[src/source/burst_pkg.sv]
// burst writer shared definitions
package burst_pkg;

  localparam int DATA_WIDTH     = 16;                        // memory word width
  localparam int FIFO_DEPTH_LOG = 4;                         // 16 ram entries
  localparam int FIFO_WORDS     = (1 << FIFO_DEPTH_LOG) + 1; // ram plus output register
  localparam int FILL_WIDTH     = FIFO_DEPTH_LOG + 1;        // holds 0..FIFO_WORDS
  localparam int ADDR_WIDTH     = 12;                        // word address
  localparam int BURST_LEN      = 8;                         // max words per command
  localparam int LEN_WIDTH      = 4;                         // holds 1..BURST_LEN

  // sequencer states
  typedef enum logic [1:0] {
    st_idle, // waiting for enough data
    st_cmd,  // one cycle, command out
    st_data  // popping words to memory
  } seq_state_e;

  // memory write command, one per burst
  typedef struct packed {
    logic [ADDR_WIDTH-1:0] addr; // first word address
    logic [LEN_WIDTH-1:0]  len;  // words in burst
  } mem_cmd_t;

  // fifo fill and error flags seen from outside
  typedef struct packed {
    logic [FILL_WIDTH-1:0] num_in_fifo; // all held words
    logic                  nempty;      // output word valid
    logic                  half_full;   // ram at least half full
    logic                  over;        // write dropped last cycle
  } fifo_status_t;

endpackage

[src/source/fifo_same_clock_fill.sv]
// same clock fifo with fill level
`timescale 1ns/1ps

module fifo_same_clock_fill #(
  parameter int data_width = burst_pkg::DATA_WIDTH,
  parameter int depth_log  = burst_pkg::FIFO_DEPTH_LOG
) (
  input  logic                  clk,
  input  logic                  rst,
  input  logic                  clear,       // sync flush of everything
  input  logic                  we,
  input  logic                  re,          // only while nempty
  input  logic [data_width-1:0] data_in,
  output logic [data_width-1:0] data_out,
  output logic                  nempty,
  output logic                  half_full,
  output logic                  over,
  output logic [depth_log:0]    num_in_fifo
);

  logic [data_width-1:0] ram [0:(1 << depth_log)-1];
  logic [data_width-1:0] inreg;      // input stage
  logic [data_width-1:0] outreg;     // first word fall through
  logic [depth_log-1:0]  wa;         // ram write pointer
  logic [depth_log-1:0]  ra;         // ram read pointer
  logic [depth_log:0]    fill;       // words in ram only
  logic [depth_log:0]    next_fill;
  logic [depth_log:0]    fifo_fill;  // inreg + ram + outreg
  logic                  wem;        // inreg holds a word for ram
  logic                  rem;        // ram to outreg transfer
  logic                  ram_nempty;
  logic                  out_full;   // outreg holds a word
  logic                  fifo_full;
  logic                  accept;     // write taken

  assign fifo_full = (fifo_fill == ((1 << depth_log) + 1));
  assign accept    = we && (!fifo_full || re); // a read frees one slot
  assign rem       = ram_nempty && (re || !out_full); // prefetch when outreg free

  always_comb begin
    next_fill = fill;
    if (wem && !rem)
      next_fill = fill + 1'b1; // write only
    else if (!wem && rem)
      next_fill = fill - 1'b1; // read only
  end

  always_ff @(posedge clk or posedge rst) begin
    if (rst) begin
      fill       <= '0;
      fifo_fill  <= '0;
      wem        <= 1'b0;
      ram_nempty <= 1'b0;
      wa         <= '0;
      ra         <= '0;
      out_full   <= 1'b0;
      half_full  <= 1'b0;
      over       <= 1'b0;
    end else if (clear) begin
      fill       <= '0;
      fifo_fill  <= '0;
      wem        <= 1'b0;
      ram_nempty <= 1'b0;
      wa         <= '0;
      ra         <= '0;
      out_full   <= 1'b0;
      half_full  <= 1'b0;
      over       <= 1'b0;
    end else begin
      fill       <= next_fill;
      ram_nempty <= (next_fill != '0);
      wem        <= accept;
      if (accept && !re)
        fifo_fill <= fifo_fill + 1'b1;
      else if (!accept && re)
        fifo_fill <= fifo_fill - 1'b1;
      if (wem)
        wa <= wa + 1'b1;
      if (rem)
        ra <= ra + 1'b1;
      if (rem && !re)
        out_full <= 1'b1;  // refilled with nobody reading
      else if (re && !rem)
        out_full <= 1'b0;  // drained with nothing behind
      half_full <= (fill >= (1 << (depth_log - 1))); // lags ram fill by a cycle
      over      <= we && !accept;                    // dropped write
    end
  end

  // data path
  always_ff @(posedge clk) begin
    if (accept)
      inreg <= data_in;
    if (wem)
      ram[wa] <= inreg;
    if (rem)
      outreg <= ram[ra]; // old word when wa == ra
  end

  assign data_out    = outreg;
  assign nempty      = out_full;
  assign num_in_fifo = fifo_fill;

  // reader must honor fall through valid
  a_no_underrun : assert property (@(posedge clk) disable iff (rst)
    re |-> nempty);

  // total count matches the stages and ram never overfills
  a_fill_bound : assert property (@(posedge clk) disable iff (rst)
    (num_in_fifo == fill + out_full + wem) && (fill <= (1 << depth_log)));

endmodule

[src/source/burst_counter.sv]
// burst word and address counter
`timescale 1ns/1ps

module burst_counter (
  input  logic                            clk,
  input  logic                            rst,
  input  logic                            clear,
  input  logic                            load,  // start of burst
  input  logic                            step,  // one word moved
  input  logic [burst_pkg::LEN_WIDTH-1:0] len,
  output logic [burst_pkg::ADDR_WIDTH-1:0] addr, // next burst start
  output logic                            last
);

  logic [burst_pkg::LEN_WIDTH-1:0]  remaining; // words left in burst
  logic [burst_pkg::LEN_WIDTH-1:0]  burst_len; // kept for address advance
  logic [burst_pkg::ADDR_WIDTH-1:0] len_ext;

  assign len_ext = {{(burst_pkg::ADDR_WIDTH - burst_pkg::LEN_WIDTH){1'b0}}, burst_len};
  assign last    = (remaining == 1);

  always_ff @(posedge clk or posedge rst) begin
    if (rst) begin
      remaining <= '0;
      addr      <= '0;
    end else if (clear) begin
      remaining <= '0;
      addr      <= '0;
    end else if (load) begin
      remaining <= len;
    end else if (step) begin
      remaining <= remaining - 1'b1;
      if (last)
        addr <= addr + len_ext; // wraps at address width
    end
  end

  // length of the active burst
  always_ff @(posedge clk) begin
    if (load)
      burst_len <= len;
  end

  // sequencer never reads past the command length
  a_no_step_idle : assert property (@(posedge clk) disable iff (rst)
    step |-> (remaining != '0));

endmodule

[src/source/burst_sequencer.sv]
// burst start and read sequencer
`timescale 1ns/1ps

module burst_sequencer (
  input  logic                             clk,
  input  logic                             rst,
  input  logic                             clear,
  input  logic                             flush,      // one cycle request
  input  logic                             drain_en,   // level, gates new bursts
  input  logic [burst_pkg::FILL_WIDTH-1:0] num_in_fifo,
  input  logic                             nempty,
  input  logic                             last,
  input  logic [burst_pkg::ADDR_WIDTH-1:0] addr,
  output logic                             load,
  output logic                             re,
  output logic [burst_pkg::LEN_WIDTH-1:0]  len,
  output logic                             cmd_valid,
  output burst_pkg::mem_cmd_t              cmd,
  output logic                             burst_done
);

  burst_pkg::seq_state_e state;
  burst_pkg::seq_state_e next_state;
  logic                  flush_pend; // flush seen, burst not yet started
  logic                  start;

  // enough for a full burst, or a pending flush with anything
  assign start = drain_en &&
                 ((num_in_fifo >= burst_pkg::BURST_LEN) ||
                  (flush_pend && (num_in_fifo != '0)));

  always_comb begin
    if (num_in_fifo >= burst_pkg::BURST_LEN)
      len = burst_pkg::BURST_LEN[burst_pkg::LEN_WIDTH-1:0];
    else
      len = num_in_fifo[burst_pkg::LEN_WIDTH-1:0]; // below 8 so it fits
  end

  always_comb begin
    next_state = state;
    case (state)
      burst_pkg::st_idle:
        if (start)
          next_state = burst_pkg::st_cmd;
      burst_pkg::st_cmd:
        next_state = burst_pkg::st_data; // single cycle
      burst_pkg::st_data:
        if (re && last)
          next_state = burst_pkg::st_idle;
      default:
        next_state = burst_pkg::st_idle;
    endcase
  end

  always_ff @(posedge clk or posedge rst) begin
    if (rst) begin
      state      <= burst_pkg::st_idle;
      flush_pend <= 1'b0;
    end else if (clear) begin
      state      <= burst_pkg::st_idle;
      flush_pend <= 1'b0;
    end else begin
      state <= next_state;
      if (flush)
        flush_pend <= 1'b1;  // new request wins
      else if (state == burst_pkg::st_idle && start)
        flush_pend <= 1'b0;  // consumed by this burst
    end
  end

  assign cmd_valid  = (state == burst_pkg::st_cmd);
  assign load       = cmd_valid;                          // counter takes len
  assign cmd        = '{addr: addr, len: len};
  assign re         = (state == burst_pkg::st_data) && nempty; // fall through gate
  assign burst_done = re && last;

  // a command never carries an empty burst
  a_cmd_phase : assert property (@(posedge clk) disable iff (rst)
    cmd_valid |-> (cmd.len != '0));

endmodule

[src/source/burst_writer.sv]
// memory test write path top
`timescale 1ns/1ps

module burst_writer (
  input  logic                             clk,
  input  logic                             rst,
  input  logic                             clear,
  input  logic                             wr_en,
  input  logic [burst_pkg::DATA_WIDTH-1:0] wr_data,
  input  logic                             flush,
  input  logic                             drain_en,
  output logic                             cmd_valid,
  output burst_pkg::mem_cmd_t              cmd,
  output logic                             mem_we,
  output logic [burst_pkg::DATA_WIDTH-1:0] mem_wdata,
  output logic                             burst_done,
  output burst_pkg::fifo_status_t          status
);

  logic [burst_pkg::FILL_WIDTH-1:0] num_in_fifo;
  logic                             nempty;
  logic                             half_full;
  logic                             over;
  logic                             rd_en;    // fifo pop, also memory strobe
  logic                             load;
  logic                             last;
  logic [burst_pkg::LEN_WIDTH-1:0]  len;
  logic [burst_pkg::ADDR_WIDTH-1:0] addr;

  fifo_same_clock_fill fifo0 (
    .clk         (clk),
    .rst         (rst),
    .clear       (clear),
    .we          (wr_en),
    .re          (rd_en),
    .data_in     (wr_data),
    .data_out    (mem_wdata),   // fall through word goes straight out
    .nempty      (nempty),
    .half_full   (half_full),
    .over        (over),
    .num_in_fifo (num_in_fifo)
  );

  burst_counter cnt0 (
    .clk   (clk),
    .rst   (rst),
    .clear (clear),
    .load  (load),
    .step  (rd_en),   // one word per pop
    .len   (len),
    .addr  (addr),
    .last  (last)
  );

  burst_sequencer seq0 (
    .clk         (clk),
    .rst         (rst),
    .clear       (clear),
    .flush       (flush),
    .drain_en    (drain_en),
    .num_in_fifo (num_in_fifo),
    .nempty      (nempty),
    .last        (last),
    .addr        (addr),
    .load        (load),
    .re          (rd_en),
    .len         (len),
    .cmd_valid   (cmd_valid),
    .cmd         (cmd),
    .burst_done  (burst_done)
  );

  assign mem_we = rd_en;
  assign status = '{num_in_fifo: num_in_fifo, nempty: nempty,
                    half_full: half_full, over: over};

endmodule

[config.mk]
export PLATFORM = sky130hd
export DESIGN_NAME = burst_writer
export DESIGN_NICKNAME = d
export VERILOG_FILES = /design/src/source/burst_pkg.sv /design/src/source/fifo_same_clock_fill.sv /design/src/source/burst_counter.sv /design/src/source/burst_sequencer.sv /design/src/source/burst_writer.sv
export SDC_FILE = /design/constraint.sdc
export NUM_CORES = 1
export LEC_CHECK = 0
export BUFFER_PORTS_ARGS = -buffer_cell sky130_fd_sc_hd__buf_2
export CAP_MARGIN = 30
export CORE_UTILIZATION = 60
export DETAILED_ROUTE_END_ITERATION = 16
export PLACE_DENSITY = 0.85
export SLEW_MARGIN = 0
export SYNTH_ARGS = -nofsm -noshare
export SYNTH_HDL_FRONTEND = slang
export SYNTH_SLANG_ARGS = --single-unit
export TNS_END_PERCENT = 50
[constraint.sdc]
create_clock -name clk -period 2.6 [get_ports clk]
set_clock_uncertainty 0.05 [all_clocks]
set_input_delay 0.52 -clock clk [delete_from_list [all_inputs] [get_ports clk]]
set_output_delay 0.52 -clock clk [all_outputs]
set_load 0.01 [all_outputs]
==> impl_summary.md, run 1 <==
CTS
The H-tree was split into 2 levels. TritonCTS built the clock tree. Clock-pin slew was measured on the worst setup and hold paths at 0.06 ns.

In this run the deepest clock path goes through 3 buffers. In this run the post-CTS setup repair buffer count came out at 0. The number of buffers created by CTS is 34. CTS saw 334 sinks. The root cell of the clock tree is sky130_fd_sc_hd__clkbuf_16. The clock insertion delay at the later pin of the skew report is 0.50 ns.

GRT
Entering global routing, the biggest net connects 43 pins. The total overflow left after global routing is 0. The via count of the first global-routing pass is 7208.

The first global-routing pass estimated 43200 um of wire. The overall fraction of global-route tracks in use is 0.270. The initial antenna violation count is 1.

Drt
In this run, the number of DRC markers left after iteration 0 of detailed routing was 603. The routed length per placed instance is 26.6 um. For this block, the via count after detailed routing is 6931. The pre-antenna-repair detailed-routing pass consisted of 5 iterations. After detailed routing, the number of remaining DRC violations is 0.

The total wirelength of the detailed-routed design is 29000 um. Using the TritonRoute via totals, the vias-per-cell ratio works out to 6.36. The post-detailed-route count of antenna-violating nets is 0.

Worst setup path
The sort of element at the start of the critical path is a register. STA puts the critical path data required time at 2.94 ns. The class of the most critical setup path is reg -> reg. The maximum fanout along the worst path is 6. The critical path capture point type is a register. The arrival time of the worst setup path is 2.91 ns.

Yosys
The synthesized design contains 334 register bits. The synthesized net count is 711. The synthesized design contains 292 enable-type register cells. The total standard cell area after synthesis is 13400 sq um.

The count of yosys warnings during synthesis is 0. The fraction of the yosys area taken by sequential cells is 0.735. The mean post-synth cell area is 20.0 sq um.

In this run, distinct cell masters in the synthesized netlist total 49. In the synthesized netlist the async set-or-reset flop fraction comes to 0.126. For this run, the leading register cell type out of synthesis is sky130_fd_sc_hd__edfxtp_1. The cell count after synthesis is 669.

Die
The total number of placement rows is 54. From bottom edge to top edge, the die measures 151 um. The starting density of the core is 0.613. The die is 151 um wide. The area inside the core boundary is 21800 sq um. The I/O pin count is 65. The total die area is 22900 sq um.

Final layout
The library cells used most frequently in the layout, excluding fill and tap cells, are 292 x sky130_fd_sc_hd__edfxtp_1, 67 x sky130_fd_sc_hd__mux4_2, 64 x sky130_fd_sc_hd__buf_2, 58 x sky130_fd_sc_hd__nor2_1, 42 x sky130_fd_sc_hd__buf_4. The area growth from synthesis to layout is 14.7%. Once layout is done, the placed cells without fillers occupy 15300 sq um. In the final design database the tool counted 826 nets. The layout has 1228 filler cells. The fraction of layout instances using a drive strength above 1 is 0.290.

Leaving out fill and tap cells, the most frequent cell in the layout is sky130_fd_sc_hd__edfxtp_1.

Hold path
The path class of the lowest-slack min-delay path is in -> async.

STA
Setup slack closes at 0.0347 ns. The tightest slew margin relative to the limit is 0.554. The maximum clock rate is 390 MHz. The clock period could shrink to 2.57 ns. In the final timing run, aggregate negative setup slack is 0 ns. At the pin with the least slew margin, the transition time is 0.668 ns. The total count of hold-check failures in the final report is 0. The final number of max-transition violations was 0. In the finished design, the share of the clock period the worst path needs comes to 0.987. Setup violations remaining at the end of the flow were counted as 0.

Placed design
The estimated wirelength of the detail-placed design is 16600 um. The cell area after placement is 14200 sq um. The post-placement worst setup slack is -0.0824 ns. The count of buffers added on input and output ports is 64. At the end of routability-driven placement, the weighted congestion stood at 0.869.

Power
The analysis attributes to cell leakage a power of 0.00539 uW. In this run the power density over the cells is 899 nW/um^2. The maximum vdd drop is 0.524 mV.

Outcome
The flow ran to the end, and the final reports show no timing, DRC or antenna violations.

Job
The number of violations of the max-capacitance limit is 0.
-- timing repair --
item                       4_1_cts  5_1_grt
hold endpoints to repair         0        0
gates resized for setup          3        2
setup endpoints to repair        2        2
hold buffers                     0        0
pin swaps                        0        0
-- final cells by class --
| class | instances | area [sq um] | area share |
|---|---|---|---|
| Sequential cell | 334 | 9820 | 0.641 |
| Multi-Input combinational cell | 293 | 3310 | 0.216 |
| Clock buffer | 45 | 956 | 0.0624 |
| Timing Repair Buffer | 110 | 716 | 0.0467 |
| Tap cell | 280 | 350 | 0.0229 |
| Clock inverter | 16 | 131 | 0.00857 |
| Inverter | 11 | 41.3 | 0.00269 |
| Antenna cell | 1 | 2.50 | 0.000163 |
-- worst max-delay path, stage by stage, from the launching register on --
cell                      delay [ns]
sky130_fd_sc_hd__dfrtp_1        0.44
sky130_fd_sc_hd__or4_4          0.55
sky130_fd_sc_hd__nand3_4        0.15
sky130_fd_sc_hd__ha_1           0.27
sky130_fd_sc_hd__a21o_1         0.16
sky130_fd_sc_hd__a21o_1         0.20
sky130_fd_sc_hd__and4_1         0.22
sky130_fd_sc_hd__o21ai_1        0.14
sky130_fd_sc_hd__nor3b_1        0.28
-- path summary, 6_finish.rpt --
path / from / endpoint / slack, ns / cells past startpoint
min reg2reg: fifo0.ram_nempty$_DFF_PP0_ / fifo0.nempty$_DFFE_PP0P_ / 0.46 / 2
max reg2reg: fifo0.num_in_fifo[3]$_DFFE_PP0P_ / fifo0.num_in_fifo[4]$_DFFE_PP0P_ / 0.03 / 8
min in group clk: wr_data[11] / fifo0.inreg[11]$_DFFE_PN_ / 0.14 / 1
min: rst / cnt0.addr[0]$_DFFE_PP0P_ / 0.11 / 3
max in group asynchronous: rst / fifo0.ra[0]$_DFFE_PP0P_ / 1.98 / 3
max: fifo0.num_in_fifo[3]$_DFFE_PP0P_ / fifo0.num_in_fifo[4]$_DFFE_PP0P_ / 0.03 / 8
-- cell usage after synthesis (3+ instances only) --
| library cell | n | area (sq um) |
|---|---|---|
| sky130_fd_sc_hd__a211oi_1 | 7 | 52.6 |
| sky130_fd_sc_hd__a21o_1 | 5 | 37.5 |
| sky130_fd_sc_hd__a21oi_1 | 12 | 60.1 |
| sky130_fd_sc_hd__and2_1 | 6 | 37.5 |
| sky130_fd_sc_hd__buf_12 | 3 | 60.1 |
| sky130_fd_sc_hd__buf_2 | 8 | 40.0 |
| sky130_fd_sc_hd__buf_4 | 8 | 60.1 |
| sky130_fd_sc_hd__clkbuf_1 | 8 | 30.0 |
| sky130_fd_sc_hd__dfrtp_1 | 42 | 1050 |
| sky130_fd_sc_hd__edfxtp_1 | 292 | 8770 |
| sky130_fd_sc_hd__ha_1 | 18 | 225 |
| sky130_fd_sc_hd__inv_1 | 10 | 37.5 |
| sky130_fd_sc_hd__mux2_1 | 3 | 33.8 |
| sky130_fd_sc_hd__mux2i_1 | 11 | 110 |
| sky130_fd_sc_hd__mux4_1 | 13 | 342 |
| sky130_fd_sc_hd__mux4_2 | 67 | 1510 |
| sky130_fd_sc_hd__nand2_1 | 18 | 67.6 |
| sky130_fd_sc_hd__nand2b_1 | 9 | 56.3 |
| sky130_fd_sc_hd__nand3_1 | 4 | 20.0 |
| sky130_fd_sc_hd__nand4_1 | 6 | 37.5 |
| sky130_fd_sc_hd__nor2_1 | 58 | 218 |
| sky130_fd_sc_hd__nor3_1 | 5 | 25.0 |
| sky130_fd_sc_hd__o21ai_0 | 4 | 20.0 |
| sky130_fd_sc_hd__or3_1 | 3 | 18.8 |
| sky130_fd_sc_hd__xnor2_1 | 14 | 123 |
| sky130_fd_sc_hd__xor2_1 | 7 | 61.3 |
-- power breakdown --
part,switching [uW],total [uW],leakage (uW),internal [uW]
Sequential,317,6510,0.00322,6200
Combinational,1210,2500,0.00165,1290
Clock,1970,4770,0.000529,2790
Total,3500,13800,0.00539,10300
-- metrics by stage --
stage / total power (uW) / util / hold WS (ns) / std cells
floorplan: 8400 / - / 0.405 / 669
global placement: 8910 / 0.652 / 0.437 / 1028
finish: 13800 / 0.703 / 0.107 / 1090
detailed placement: 9070 / 0.652 / 0.453 / 1028
global route: 14200 / 0.702 / 0.126 / 1089
CTS: 13800 / 0.702 / 0.114 / 1089
-- metal layers --
| metal | global-route usage | up-vias | share of wire |
|---|---|---|---|
| met5 | 0 | - | 0 |
| met4 | 0.118 | 0 | 0.035 |
| met3 | 0.0581 | 72 | 0.093 |
| met2 | 0.443 | 405 | 0.50 |
| met1 | 0.352 | 3549 | 0.37 |
| li1 | - | 2905 | - |
-- cells by family (layout without fill, tap and decap cells) --
kind of cell,after synthesis,after routing,share of synthesized area
flip-flops,334,334,0.735
AND/OR/NAND/NOR,122,122,0.0445
multiplexers,95,95,0.150
buffers and inverters,42,182,0.0201
AO/OA/AOI/OAI,35,35,0.0172
XOR/XNOR,21,21,0.0138
adder cells (fa/ha/maj),20,20,0.0198
other,0,1,0
-- registers in the layout, indices dropped and copies added, names as in the netlist, 5 cells and up --
register	count
fifo0.fill	5
fifo0.data_out	16
fifo0.inreg	16
cnt0.addr	12
fifo0.num_in_fifo	5
fifo0.ram	256
Power figures use the tool's default switching activity.
==> inputs of run 2 (changes only) <==
==> constraint.sdc (replaced) <==
create_clock -name clk -period 2.9 [get_ports clk]
set_clock_uncertainty 0.05 [all_clocks]
set_input_delay 0.58 -clock clk [delete_from_list [all_inputs] [get_ports clk]]
set_output_delay 0.58 -clock clk [all_outputs]
set_load 0.01 [all_outputs]
==> run 2 against run 1 <==
Effect of this change: sequential share of layout area increased by 0.37 points; combinational power decreased by 12%; register-to-register slack improved by 0.21 ns; final cell count decreased by 0.83%; routed wire length increased by 0.20%; highest routed layer unchanged.
==> impl_summary.md, run 2 (synthesis results as in run 1) <==
Outcome
Outcome: completed (unchanged).

CTS
The number of buffers created by CTS is 34 (unchanged). The clock-pin slew of the registers on the worst-case setup and hold paths is 0.06 ns (about the same). The clock tree from TritonCTS is yes (unchanged). The root cell of the clock tree was sky130_fd_sc_hd__clkbuf_16 (unchanged). The hold buffer count at CTS is 0 (unchanged). The buffer count from post-CTS setup fixing is 0 (unchanged). The depth of the CTS H-tree is 2 (unchanged). The clock sink count is 334 (unchanged). The number of buffers on the longest clock path is 3 (unchanged). The clock insertion delay at the later pin of the skew report is 0.52 ns (was 0.50 ns). The number of gates resized after cts is 0 (was 3).

Die
The I/O pin count was 65 (unchanged). The starting density of the core was 0.613 (unchanged). The area inside the core boundary is 21800 sq um (unchanged).

The height of the die is 151 um (unchanged). The total number of placement rows is 54 (unchanged). The total die area came to 22900 sq um (unchanged). The width of the chip came to 151 um (unchanged).

Final layout
Top library cells by usage in the layout, fill and taps aside: 292 x sky130_fd_sc_hd__edfxtp_1, 67 x sky130_fd_sc_hd__mux4_2, 64 x sky130_fd_sc_hd__buf_2, 58 x sky130_fd_sc_hd__nor2_1, 40 x sky130_fd_sc_hd__dfrtp_1 (was 292 x sky130_fd_sc_hd__edfxtp_1, 67 x sky130_fd_sc_hd__mux4_2, 64 x sky130_fd_sc_hd__buf_2, 58 x sky130_fd_sc_hd__nor2_1, 42 x sky130_fd_sc_hd__buf_4). The antenna diode count is 0 (was 1). The most common cell after layout, fill and taps aside was sky130_fd_sc_hd__edfxtp_1 (unchanged).

The area occupied by multi-input gates is 3290 sq um (was 3310 sq um). The non-filler instance count after layout came to 1081 (was 1090). The layout net count was 818 (was 826). The number of flip-flops in the largest register is 256 (unchanged). The count of fill cells added during filler insertion is 1276 (was 1228). The fraction of layout instances using a drive strength above 1 came to 0.283 (was 0.290).

The largest register by flop count is fifo0.ram (unchanged). The relative area change from synthesis to final layout came to 14.0% (was 14.7%). The combined flip-flop and latch cell area was 9820 sq um (unchanged).

Power
The cell leakage power is 0.00534 uW (was 0.00539 uW). The maximum vdd drop is 0.583 mV (was 0.524 mV). The power density normalized to cell area is 804 nW/um^2 (was 899 nW/um^2).

Drt
The total via count after detailed routing is 6916 (was 6931). The detail-routed via count per cell is 6.40 (was 6.36). The routed length per placed instance was 26.9 um (was 26.6 um). The post-detailed-route count of antenna-violating nets is 0 (unchanged). The total wirelength of the detailed-routed design was 29100 um (was 29000 um). The iteration-0 DRC count of the detailed router is 635 (was 603).

The number of DRC violations after detailed routing is 0 (unchanged). The number of detailed-routing iterations run before antenna repair is 5 (unchanged).

Worst setup path
The worst reg-to-reg path cell count is 8 (unchanged). The register-to-register setup slack is 0.24 ns (was 0.03 ns). The sort of element at the start of the critical path is a register (unchanged). The launching point of the worst reg2reg path is fifo0.num_in_fifo[1]$_DFFE_PP0P_ (was fifo0.num_in_fifo[3]$_DFFE_PP0P_).

The critical register-to-register path endpoint was fifo0.num_in_fifo[4]$_DFFE_PP0P_ (unchanged). The critical path capture point type is an output port (was register). The data required time of the critical path was 2.27 ns (was 2.94 ns). The class of the most critical setup path is reg -> out (was reg -> reg). The maximum fanout along the worst path was 11 (was 6).

The arrival time of the worst setup path is 2.09 ns (was 2.91 ns).

GRT
The overall fraction of global-route tracks in use is 0.271 (was 0.270). The pin count of the biggest net entering global routing is 43 (unchanged). The via count of the first global-routing pass came to 7197 (was 7208). The overall overflow remaining after global route came to 0 (unchanged). The global-route wire length before repair came to 43500 um (was 43200 um). The initial antenna violation count was 0 (was 1).

STA
The number of setup violations in the final report is 0 (unchanged). The total count of hold-check failures in the final report came to 0 (unchanged). The tightest slew margin relative to the limit is 0.507 (was 0.554). The final number of max-transition violations came to 0 (unchanged). The total negative setup slack was 0 ns (unchanged).

Based on the critical path, the design can be clocked at up to 367 MHz. Of the available clock period, the critical path in the final layout requires 0.939. Setup repair after global routing left no endpoint under its margin.

The slew at the pin with the worst max-slew slack is 0.737 ns (was 0.668 ns). The time the worst path needs with I/O delays and setup is 2.72 ns.

Placed design
The total instance count after detailed placement was 1020 (was 1028). The count of input and output buffers came to 64 (unchanged). The final weighted congestion of routability-driven global placement came to 0.846 (was 0.869). The estimated wirelength of the detail-placed design is 16600 um (about the same).

Job
The number of violations of the max-capacitance limit is 0 (unchanged).

Hold path
The path class of the lowest-slack min-delay path is in -> async (unchanged).
## run 2: area by class of cell
class | instances | area share
flip-flops and latches | 334 | 0.645
multi-input cells | 293 | 0.216
clock buffers | 40 | 0.0587
repair buffers | 102 | 0.0438
well taps | 280 | 0.0230
clock inverters | 21 | 0.0112
inverters | 11 | 0.00271
## run 2: per-stage QoR
step / utilization / hold slack [ns] / setup slack, ns / cell area [sq um] / power, uW
6_report: 0.698 / 0.161 / 0.177 / 15200 / 12300
5_1_grt: 0.698 / 0.168 / 0.0448 / 15200 / 12700
4_1_cts: 0.698 / 0.160 / 0.0272 / 15200 / 12300
3_5_place_dp: 0.649 / 0.459 / 0.157 / 14200 / 8120
3_3_place_gp: 0.649 / 0.435 / 0.369 / 14200 / 7960
2_1_floorplan: - / 0.405 / 0.425 / 13400 / 7530
## run 2: critical path, cell delays in order, from the launching register on
cell	delay, ns
sky130_fd_sc_hd__dfrtp_1	0.39
sky130_fd_sc_hd__inv_1	0.09
sky130_fd_sc_hd__ha_1	0.14
sky130_fd_sc_hd__nor3b_1	0.40
sky130_fd_sc_hd__and2_2	0.38
sky130_fd_sc_hd__buf_2	0.18
## run 2: metal layers
layer | part of all wire | global-route usage
met1 | 0.36 | 0.336
met2 | 0.52 | 0.470
met3 | 0.085 | 0.0503
met4 | 0.037 | 0.112
met5 | 0 | 0
## run 2: power by group
part / leakage, uW / internal [uW] / switching [uW] / total [uW]
clock network: 0.000523 / 2400 / 1790 / 4190
logic: 0.00160 / 1130 / 1070 / 2210
registers: 0.00322 / 5560 / 304 / 5860
## run 2: how the worst max path moves through the flow
stage | slack, ns | startpoint | end
global route | 0.04 | cnt0.remaining[1]$_DFFE_PP0P_ | burst_done
CTS | 0.03 | cnt0.remaining[1]$_DFFE_PP0P_ | burst_done
global placement | 0.37 | fifo0.num_in_fifo[1]$_DFFE_PP0P_ | fifo0.num_in_fifo[4]$_DFFE_PP0P_
detailed placement | 0.16 | fifo0.num_in_fifo[1]$_DFFE_PP0P_ | fifo0.num_in_fifo[4]$_DFFE_PP0P_
finish | 0.18 | cnt0.remaining[1]$_DFFE_PP0P_ | burst_done
floorplan | 0.42 | fifo0.num_in_fifo[1]$_DFFE_PP0P_ | fifo0.num_in_fifo[4]$_DFFE_PP0P_
